[src/fifo_pkg.sv]
// FIFO-side definitions shared by the feeder, the debug FIFO and the demo top level
package fifo_pkg;

    // --------------------------------------------------
    // FIFO geometry
    // --------------------------------------------------

    localparam int fifo_width = 4;
    localparam int fifo_depth = 8;
    localparam int ptr_width  = 3;
    // One extra bit so a full FIFO can count to fifo_depth
    localparam int cnt_width  = 4;

    // Pattern table size and the index that walks it
    localparam int pattern_len = 16;
    localparam int idx_width   = 4;

    // Operation taken on one tick after flag gating
    typedef enum logic [1:0]
    {
        op_idle,
        op_push,
        op_pop,
        op_push_pop
    } key_op_e;

    // Scrambled write values, entry 0 is pushed first
    localparam logic [0:pattern_len - 1][fifo_width - 1:0] pattern_table =
        '{ 4'h2, 4'h6, 4'hd, 4'hb, 4'h7, 4'he, 4'hc, 4'h4,
           4'h1, 4'h0, 4'h9, 4'ha, 4'hf, 4'h5, 4'h8, 4'h3 };

    // Live view of the whole FIFO state for the display and LEDs
    typedef struct packed
    {
        logic [fifo_depth - 1:0]                   valid;
        logic [fifo_depth - 1:0][fifo_width - 1:0] data;
        logic [ptr_width  - 1:0]                   wr_ptr;
        logic [ptr_width  - 1:0]                   rd_ptr;
        logic [cnt_width  - 1:0]                   count;
        logic                                      empty;
        logic                                      full;
    } fifo_debug_t;

endpackage

[src/display_pkg.sv]
// Seven-segment display definitions and the hex decoder, used by the scanner and its model
package display_pkg;

    // Number of multiplexed digits on the board
    localparam int w_digit  = 8;

    // Clocks spent on each digit while scanning
    localparam int scan_div = 4;

    // Segment bits, all active high, h is the decimal point
    typedef struct packed
    {
        logic a;
        logic b;
        logic c;
        logic d;
        logic e;
        logic f;
        logic g;
        logic h;
    } seg_t;

    // A lone dash marks a slot that holds nothing
    localparam seg_t sign_empty_entry = 8'b0000_0010;

    // --------------------------------------------------
    // Hex digit to segment pattern, dot left off
    // --------------------------------------------------

    function automatic seg_t hex_to_seg(input logic [3:0] value);
        seg_t seg;
        case (value)
            4'h0:    seg = 8'b1111_1100;
            4'h1:    seg = 8'b0110_0000;
            4'h2:    seg = 8'b1101_1010;
            4'h3:    seg = 8'b1111_0010;
            4'h4:    seg = 8'b0110_0110;
            4'h5:    seg = 8'b1011_0110;
            4'h6:    seg = 8'b1011_1110;
            4'h7:    seg = 8'b1110_0000;
            4'h8:    seg = 8'b1111_1110;
            4'h9:    seg = 8'b1111_0110;
            4'ha:    seg = 8'b1110_1110;
            4'hb:    seg = 8'b0011_1110;
            4'hc:    seg = 8'b1001_1100;
            4'hd:    seg = 8'b0111_1010;
            4'he:    seg = 8'b1001_1110;
            default: seg = 8'b1000_1110;
        endcase
        return seg;
    endfunction

endpackage

[src/tick_gen.sv]
// Slow tick strobe for the demo, one clock wide every tick_div board clocks
module tick_gen
#(
    parameter int tick_div = 50_000_000
)
(
    input  logic clk,
    input  logic rst_n,
    output logic tick
);

    // Wide enough to hold tick_div - 1, at least one bit
    localparam int cnt_w = (tick_div > 1) ? $clog2(tick_div) : 1;

    logic [cnt_w - 1:0] cnt;

    // Wrapping divider counter
    always_ff @(posedge clk or negedge rst_n)
    begin
        if (!rst_n)
            cnt <= '0;
        else if (cnt == cnt_w'(tick_div - 1))
            cnt <= '0;
        else
            cnt <= cnt + 1'b1;
    end

    // Strobe on the last count so the tick_div-th edge sees it
    assign tick = (cnt == cnt_w'(tick_div - 1));

endmodule

[src/fifo_feeder.sv]
// Turns held key levels into FIFO push and pop on each tick and supplies pattern data
module fifo_feeder
(
    input  logic                            clk,
    input  logic                            rst_n,
    input  logic                            tick,
    input  logic [1:0]                      key,
    input  logic                            empty,
    input  logic                            full,
    output logic                            push,
    output logic                            pop,
    output logic [fifo_pkg::fifo_width - 1:0] write_data
);

    fifo_pkg::key_op_e                 op;
    logic [fifo_pkg::idx_width - 1:0]  pattern_idx;
    logic                              push_ok;
    logic                              pop_ok;

    // --------------------------------------------------
    // Request gating against the current flags
    // --------------------------------------------------

    // key[1] asks for push, key[0] asks for pop
    assign push_ok = key[1] & ~full;
    assign pop_ok  = key[0] & ~empty;

    always_comb
    begin
        op = fifo_pkg::op_idle;
        if (tick)
        begin
            case ({push_ok, pop_ok})
                2'b10:   op = fifo_pkg::op_push;
                2'b01:   op = fifo_pkg::op_pop;
                2'b11:   op = fifo_pkg::op_push_pop;
                default: op = fifo_pkg::op_idle;
            endcase
        end
    end

    // Both strobes come straight from the operation
    assign push = (op == fifo_pkg::op_push) || (op == fifo_pkg::op_push_pop);
    assign pop  = (op == fifo_pkg::op_pop)  || (op == fifo_pkg::op_push_pop);

    // --------------------------------------------------
    // Pattern index
    // --------------------------------------------------

    // Steps with each accepted push, wraps after the last entry
    always_ff @(posedge clk or negedge rst_n)
    begin
        if (!rst_n)
            pattern_idx <= '0;
        else if (push)
            pattern_idx <= pattern_idx + 1'b1;
    end

    // Data for the next push
    assign write_data = fifo_pkg::pattern_table[pattern_idx];

endmodule

[src/debug_fifo.sv]
// Flip-flop FIFO with empty and full flags that also exposes its whole state for display
module debug_fifo
(
    input  logic                              clk,
    input  logic                              rst_n,
    input  logic                              push,
    input  logic                              pop,
    input  logic [fifo_pkg::fifo_width - 1:0] write_data,
    output logic [fifo_pkg::fifo_width - 1:0] read_data,
    output fifo_pkg::fifo_debug_t             dbg
);

    localparam int depth = fifo_pkg::fifo_depth;
    localparam int pw    = fifo_pkg::ptr_width;
    localparam int cw    = fifo_pkg::cnt_width;

    logic [depth - 1:0][fifo_pkg::fifo_width - 1:0] mem;
    logic [depth - 1:0]                             valid;
    logic [pw - 1:0]                                wr_ptr;
    logic [pw - 1:0]                                rd_ptr;
    logic [cw - 1:0]                                count;

    // --------------------------------------------------
    // Storage
    // --------------------------------------------------

    // Payload only, the valid bits say what is live
    always_ff @(posedge clk)
    begin
        if (push)
            mem[wr_ptr] <= write_data;
    end

    // Occupancy per slot, set on write and cleared on read
    always_ff @(posedge clk or negedge rst_n)
    begin
        if (!rst_n)
            valid <= '0;
        else
        begin
            if (pop)
                valid[rd_ptr] <= 1'b0;
            if (push)
                valid[wr_ptr] <= 1'b1;
        end
    end

    // --------------------------------------------------
    // Pointers and count
    // --------------------------------------------------

    always_ff @(posedge clk or negedge rst_n)
    begin
        if (!rst_n)
        begin
            wr_ptr <= '0;
            rd_ptr <= '0;
            count  <= '0;
        end
        else
        begin
            // Pointers wrap at the last slot
            if (push)
                wr_ptr <= (wr_ptr == pw'(depth - 1)) ? '0 : wr_ptr + 1'b1;
            if (pop)
                rd_ptr <= (rd_ptr == pw'(depth - 1)) ? '0 : rd_ptr + 1'b1;
            // Push with pop leaves the count alone
            case ({push, pop})
                2'b10:   count <= count + 1'b1;
                2'b01:   count <= count - 1'b1;
                default: count <= count;
            endcase
        end
    end

    // Oldest entry
    assign read_data = mem[rd_ptr];

    // --------------------------------------------------
    // Debug view, straight from the registers
    // --------------------------------------------------

    assign dbg.valid  = valid;
    assign dbg.data   = mem;
    assign dbg.wr_ptr = wr_ptr;
    assign dbg.rd_ptr = rd_ptr;
    assign dbg.count  = count;
    assign dbg.empty  = (count == '0);
    assign dbg.full   = (count == cw'(depth));

endmodule

[src/seg_display.sv]
// Multiplexed eight-digit scanner showing FIFO slots, empty dashes and pointer dots
module seg_display
(
    input  logic                                clk,
    input  logic                                rst_n,
    input  fifo_pkg::fifo_debug_t               dbg,
    output display_pkg::seg_t                   abcdefgh,
    output logic [display_pkg::w_digit - 1:0]   digit
);

    localparam int n_digit = display_pkg::w_digit;
    localparam int div_w   = (display_pkg::scan_div > 1) ? $clog2(display_pkg::scan_div) : 1;
    localparam int slot_w  = $clog2(n_digit);

    logic [div_w - 1:0]  div_cnt;
    logic [slot_w - 1:0] slot;
    logic                dot;
    display_pkg::seg_t   seg;

    // --------------------------------------------------
    // Scan timing
    // --------------------------------------------------

    // Hold each digit for scan_div clocks, then step to the next slot
    always_ff @(posedge clk or negedge rst_n)
    begin
        if (!rst_n)
        begin
            div_cnt <= '0;
            slot    <= '0;
        end
        else if (div_cnt == div_w'(display_pkg::scan_div - 1))
        begin
            div_cnt <= '0;
            // Slot 0 follows the last one
            slot    <= (slot == slot_w'(n_digit - 1)) ? '0 : slot + 1'b1;
        end
        else
            div_cnt <= div_cnt + 1'b1;
    end

    // --------------------------------------------------
    // Segment selection
    // --------------------------------------------------

    // Pointer marks on the shown slot
    assign dot = (slot == dbg.wr_ptr) || (slot == dbg.rd_ptr);

    always_comb
    begin
        // Live slots show their value, the rest a dash
        if (dbg.valid[slot])
            seg = display_pkg::hex_to_seg(dbg.data[slot]);
        else
            seg = display_pkg::sign_empty_entry;
        seg.h = dot;
    end

    assign abcdefgh = seg;

    // Slot 0 sits on the leftmost digit, position 7
    assign digit = n_digit'(1) << (n_digit - 1 - slot);

endmodule

[src/fifo_demo_top.sv]
// Board top level of the key-driven FIFO demo, wiring ticks, feeder, FIFO, display and LEDs
module fifo_demo_top
#(
    parameter int tick_div = 50_000_000
)
(
    input  logic              clk,
    input  logic              rst_n,
    input  logic [1:0]        key,
    output logic [7:0]        led,
    output display_pkg::seg_t abcdefgh,
    output logic [7:0]        digit
);

    logic                              tick;
    logic                              push;
    logic                              pop;
    logic [fifo_pkg::fifo_width - 1:0] write_data;
    fifo_pkg::fifo_debug_t             dbg;

    // --------------------------------------------------
    // Key handling at the tick rate
    // --------------------------------------------------

    tick_gen #(.tick_div(tick_div)) tick_gen_inst
    (
        .clk   (clk),
        .rst_n (rst_n),
        .tick  (tick)
    );

    // Flags come back from the FIFO's debug view
    fifo_feeder fifo_feeder_inst
    (
        .clk        (clk),
        .rst_n      (rst_n),
        .tick       (tick),
        .key        (key),
        .empty      (dbg.empty),
        .full       (dbg.full),
        .push       (push),
        .pop        (pop),
        .write_data (write_data)
    );

    // --------------------------------------------------
    // FIFO and display
    // --------------------------------------------------

    // Nothing on the board consumes popped data
    debug_fifo debug_fifo_inst
    (
        .clk        (clk),
        .rst_n      (rst_n),
        .push       (push),
        .pop        (pop),
        .write_data (write_data),
        .read_data  (),
        .dbg        (dbg)
    );

    seg_display seg_display_inst
    (
        .clk      (clk),
        .rst_n    (rst_n),
        .dbg      (dbg),
        .abcdefgh (abcdefgh),
        .digit    (digit)
    );

    // Full and empty on the top two LEDs, count on the low four
    assign led = {dbg.full, dbg.empty, 2'b00, dbg.count};

endmodule

[config.mk]
export PLATFORM = sky130hd
export DESIGN_NAME = fifo_demo_top
export DESIGN_NICKNAME = d
export VERILOG_FILES = /design/src/fifo_pkg.sv /design/src/display_pkg.sv /design/src/tick_gen.sv /design/src/fifo_feeder.sv /design/src/debug_fifo.sv /design/src/seg_display.sv /design/src/fifo_demo_top.sv
export SDC_FILE = /design/constraint.sdc
export NUM_CORES = 1
export LEC_CHECK = 0
export BUFFER_PORTS_ARGS = -buffer_cell sky130_fd_sc_hd__buf_2
export CORE_ASPECT_RATIO = 0.6
export CORE_MARGIN = 2
export CORE_UTILIZATION = 55
export DETAILED_ROUTE_END_ITERATION = 8
export GPL_ROUTABILITY_DRIVEN = 0
export PLACE_DENSITY = 0.88
export SETUP_SLACK_MARGIN = 0.05
export SLEW_MARGIN = 25
export SYNTH_ARGS = -nofsm -noshare
export SYNTH_HDL_FRONTEND = slang
export SYNTH_SLANG_ARGS = --single-unit
export TNS_END_PERCENT = 1
[constraint.sdc]
create_clock -name clk -period 2.66 [get_ports clk]
set_input_delay 0.532 -clock clk [delete_from_list [all_inputs] [get_ports clk]]
set_output_delay 0.532 -clock clk [all_outputs]
set_load 0.1 [all_outputs]
Word level (Yosys, flattened, before mapping) --
Memory sizes are Yosys's and may differ from the RTL's. Cells that the tools add are included.
Storage, ports and cells: register bits 85, ROM bits 176, bits of input ports 4, output and inout port bits 24, word-level logic and storage cells 89, memories 2
Memories:
- (no name shown) | words 16, width 7, rd ports 1, clocked after memory_dff 0, wr ports 0, RTL line display_pkg.sv:32 | case (value)
- (no name shown) | words 16, width 4, rd ports 1, clocked after memory_dff 0, wr ports 0, RTL line fifo_feeder.sv:60 | assign write_data = fifo_pkg::pattern_table[pattern_idx];
Cells by class: add/sub/neg operators 9, order comparisons 6, eq/ne operators 16, shifts and indexed selects 1, muxes and demuxes 24, bitwise gates (word level) 8, reductions and logical operators 7
Operators with widths (count):
- $bwmux W32 | 1
- $shl A1 B32 Y8 const A | 1
- $add A26 B1 Y26 const B | 1
- $eq A26 B26 Y1 const B | 1
- $mux W26 | 1
- $mux W8 | 3
- $mux W4 | 4
- $bmux W4 S3 | 1
- $demux W4 S3 | 1
- $eq A2 B2 Y1 const B | 6
- $lt A3 B4 Y1 const B | 3
- $add A3 B1 Y3 const B | 3
- $eq A3 B3 Y1 const B | 3
- $mux W3 | 3
- $add A4 B1 Y4 const B | 2
- $and A8 B8 Y8 | 1
- $not A8 Y8 | 1
- $or A8 B8 Y8 | 1
- $pmux W4 S2 | 1
- $demux W1 S3 | 2
- $eq A2 B1 Y1 const B | 3
- $eq A3 B3 Y1 | 2
- $ge A3 B1 Y1 const B | 2
- $pmux W2 S3 | 1
- 15 further kinds | 23

Logic depth before layout (Yosys ltp) --
depth after elaboration 11, mapped depth 13, mapped depth without buffers 12

By module --
Synthesis repeated with hierarchy kept, for this count alone.
Unflattened totals: cells, all modules 424, area, all modules 4931.0 sq um
Modules (own cells, without submodules):
- debug_fifo | instances 1, cells each 146, area each 2190.9 sq um
- tick_gen | instances 1, cells each 134, area each 1337.5 sq um
- seg_display | instances 1, cells each 104, area each 1057.3 sq um
- fifo_feeder | instances 1, cells each 37, area each 326.6 sq um
- fifo_demo_top | instances 1, cells each 3, area each 18.8 sq um

Least setup slack after synthesis --
OpenSTA, ideal clock, no wires.
kind flip-flop to output port, start register seg_display_inst.slot[2], end output port abcdefgh[2] (netlist bit), arrival 4.280 ns, setup slack -2.152 ns, stages on the path, launching flop included 10, path through dfrtp_1 -> buf_2 -> buf_1 -> mux4_2 -> mux2i_1 -> inv_1 -> ha_1 -> inv_1 -> mux2i_1 -> a221oi_1
RTL lines:
- start: declaration | RTL line seg_display.sv:16 | logic [slot_w - 1:0] slot;
- start signal: assignment | RTL line seg_display.sv:36 | slot <= (slot == slot_w'(n_digit - 1)) ? '0 : slot + 1'b1;
- end: declaration | RTL line fifo_demo_top.sv:11 | output display_pkg::seg_t abcdefgh,

==> flow_summary.json <==
{
  "outcome": "finished, violations left",
  "violations": "negative setup slack",
  "fin_crit_sh_pct": 118.6,
  "synth_flop_cell": "dfrtp_1",
  "place_hpwl_mm": 7.560,
  "synthArstFlopShare_pct": 62.35,
  "r2r_start": "tick_gen_inst.cnt[9]",
  "crit_required_ns": 2.13,
  "syn_to_final_growth_pct": 29.89,
  "seq_area_frac_synth_pct": 50.54,
  "dieWidth_um": 121.1,
  "p_leak_nw": 2.504,
  "clkSinkCount": 85,
  "finalHoldViolations": 0,
  "power_mw": 2.797,
  "ant_nets": 0,
  "die-area_um2": 8994,
  "clockBufferDepth": 2,
  "cp-start-kind": "flop",
  "layout.cells.non_filler": 571,
  "drive_above_1_share_pct": 35.21,
  "die_y_um": 74.27,
  "relSlewSlack_pct": 45.12,
  "cap_violations": 0,
  "most-common-layout-cells": "buf_4 (55), dfrtp_1 (52), nor2_1 (33)",
  "clk_pin_slew_ns": 0.06,
  "critical_path_class": "flop to primary output",
  "cts.htree.levels": 3,
  "crit_fanout": 15,
  "cts_tree": "built",
  "numCtsBuffers": 9,
  "yosysWarnings": 0,
  "grt_max_degree": 46,
  "endpoint": "abcdefgh[2]",
  "crit_path_end_kind": "primary output",
  "drv_slew": 0,
  "worst_slack_ns": -0.4947,
  "synth-seq-cells": 85,
  "avgRoutedWirePerCell_um": 21.02,
  "synth_cell_types": 58,
  "vias": 3575,
  "drc": 0,
  "cts-root-buf": "clkbuf_16",
  "hold_class": "input pin to asynchronous set/reset pin",
  "period_minus_slack_ns": 3.155,
  "p_per_area_nw_per_um2": 475.8,
  "fin_nets": 488,
  "timing.hold.ws_ns": 0.02638,
  "synth_edf_count": 32,
  "timing.fmax_ghz": 0.3170,
  "r2r_cells": 10,
  "startpoint": "seg_display_inst.slot[0]",
  "netlist_area_um2": 4526,
  "fin_skew_ns": 0.01217,
  "clk_latency_ns": 0.35,
  "syn-mean-instance-area_um2": 11.85,
  "antenna_cells": 0,
  "wl_mm": 12.00,
  "cts_hold_buf": 0,
  "grt_pass1_vias": 3443,
  "final_cell_area_um2": 5878,
  "first_iter_violations": 457,
  "grt.total_usage_pct": 27.22,
  "grt_pass1_wl_mm": 18.20,
  "firstDrtPassIters": 6,
  "avgViaCountPerCell": 6.261,
  "rsz0062_at_grt": "yes",
  "io_pins": 28,
  "cp.arrival_ns": 2.62,
  "row_count": 25,
  "initial_utilization_pct": 57.19,
  "place_inst": 548,
  "place_area_um2": 5355,
  "r2r_end": "debug_fifo_inst.valid[6]",
  "fillers": 443,
  "overflow": 0,
  "final-setup-viol-count": 11,
  "layout_commonest_cell": "buf_4",
  "antenna_found_initial": 0,
  "r2r_slack_ns": -0.22,
  "port_buffers": 25,
  "vdd_drop_max_uv": 271.2,
  "synthCells": 382,
  "core_area_um2": 7914,
  "worst_pin_slew_ns": 0.8146
}
## flip-flops by register name, summed over array words and instances, names as in the netlist
register	flops
debug_fifo_inst.dbg	32
tick_gen_inst.cnt	26
debug_fifo_inst.valid	8
debug_fifo_inst.count	4
fifo_feeder_inst.pattern_idx	4
debug_fifo_inst.rd_ptr	3
debug_fifo_inst.wr_ptr	3
seg_display_inst.slot	3
seg_display_inst.div_cnt	2
## layout make-up
| class | instances | area (µm²) | share of cell area, % |
|---|---|---|---|
| inverters | 19 | 73.82 | 1.256 |
| multi-input cells | 258 | 2331 | 39.66 |
| clock buffers | 12 | 279.0 | 4.747 |
| repair buffers | 85 | 735.7 | 12.52 |
| clock inverters | 4 | 35.03 | 0.5960 |
| flip-flops and latches | 85 | 2288 | 38.93 |
| well taps | 108 | 135.1 | 2.299 |
## layer usage
layer / vias up / part of all wire [%] / GRT usage (%) / routed length [µm]
met5: - / 0 / 0 / 0
met4: 0 / 3.9 / 9.173 / 469
met3: 56 / 10 / 7.439 / 1226
met2: 267 / 48 / 44.32 / 5705
met1: 1728 / 38 / 36.19 / 4599
li1: 1524 / - / - / -
## kinds of logic after synthesis
| kind of cell | count (synthesis) | share of synthesized area (%) |
|---|---|---|
| AND/OR/NAND/NOR | 121 | 14.40 |
| flip-flops | 85 | 50.54 |
| AO/OA/AOI/OAI | 46 | 6.691 |
| buffers and inverters | 40 | 4.561 |
| XOR/XNOR | 32 | 6.193 |
| multiplexers | 31 | 10.17 |
| adder cells (fa/ha/maj) | 26 | 7.354 |
| other | 1 | 0.08286 |
## power by group
| group | internal, mW | total, mW | switching [mW] |
|---|---|---|---|
| logic | 0.0402 | 0.142 | 0.102 |
| registers | 1.36 | 1.37 | 0.00663 |
| clock network | 0.757 | 1.29 | 0.531 |
## per-stage QoR
stage	setup TNS, ns	utilization (%)	worst slack, ns
finish	-3.471	74.28	-0.4947
detailed placement	-1.408	67.67	-0.1959
CTS	-3.100	73.31	-0.4451
global placement	-0.1312	67.67	-0.05230
floorplan	-4.466	-	-0.6253
global route	-4.310	74.28	-0.5635
## timing repair
action                     4_1_cts  5_1_grt
setup buffers                    6        1
hold endpoints to repair         0        0
gates resized for setup         22       15
setup endpoints to repair       23       36
pin swaps                       10        2
## cell usage after synthesis, types with 2 or more instances
cell type	instances	area share, %
xnor2_1	18	3.5
clkbuf_1	4	0.33
and4_1	4	0.77
o31ai_1	4	0.66
nand4_1	8	1.1
o211ai_1	2	0.33
ha_1	25	6.9
a32oi_1	2	0.39
and2_1	3	0.41
buf_2	3	0.33
mux4_1	2	1.2
mux2_2	7	1.7
nand3_1	20	2.2
nor4_1	2	0.28
a21oi_1	3	0.33
nor4b_1	3	0.58
a21o_1	2	0.33
or2_2	2	0.28
nand2b_1	6	0.83
mux4_2	7	3.5
and3_1	2	0.28
nor2b_1	4	0.55
edfxtp_1	32	21
inv_1	18	1.5
buf_6	2	0.50
mux2i_1	12	2.7
nand2_1	16	1.3
o21ai_0	22	2.4
nor3_1	7	0.77
nor2_1	35	2.9
xor2_1	14	2.7
or4_1	2	0.33
a221oi_1	2	0.39
buf_4	10	1.7
dfrtp_1	53	29
buf_1	2	0.17
## worst min path at each step
stage                     start                  endpoint  slack, ns
after floorplan           rst_n  debug_fifo_inst.count[0]       0.24
after global placement    rst_n  debug_fifo_inst.count[3]       0.39
after detailed placement  rst_n  debug_fifo_inst.count[3]       0.39
after CTS                 rst_n  debug_fifo_inst.count[3]       0.03
after global routing      rst_n  debug_fifo_inst.count[3]       0.03
final                     rst_n  debug_fifo_inst.count[2]       0.03
## critical path: stages (launching register included)
cell	delay, ns
dfrtp_1	0.40
buf_12	0.15
buf_4	0.16
mux2i_1	0.31
nand3_1	0.16
nand4_1	0.19
buf_12	0.20
nor2_1	0.12
a221oi_4	0.38
buf_12	0.22
Note: power is estimated with default switching activity, not from simulation.
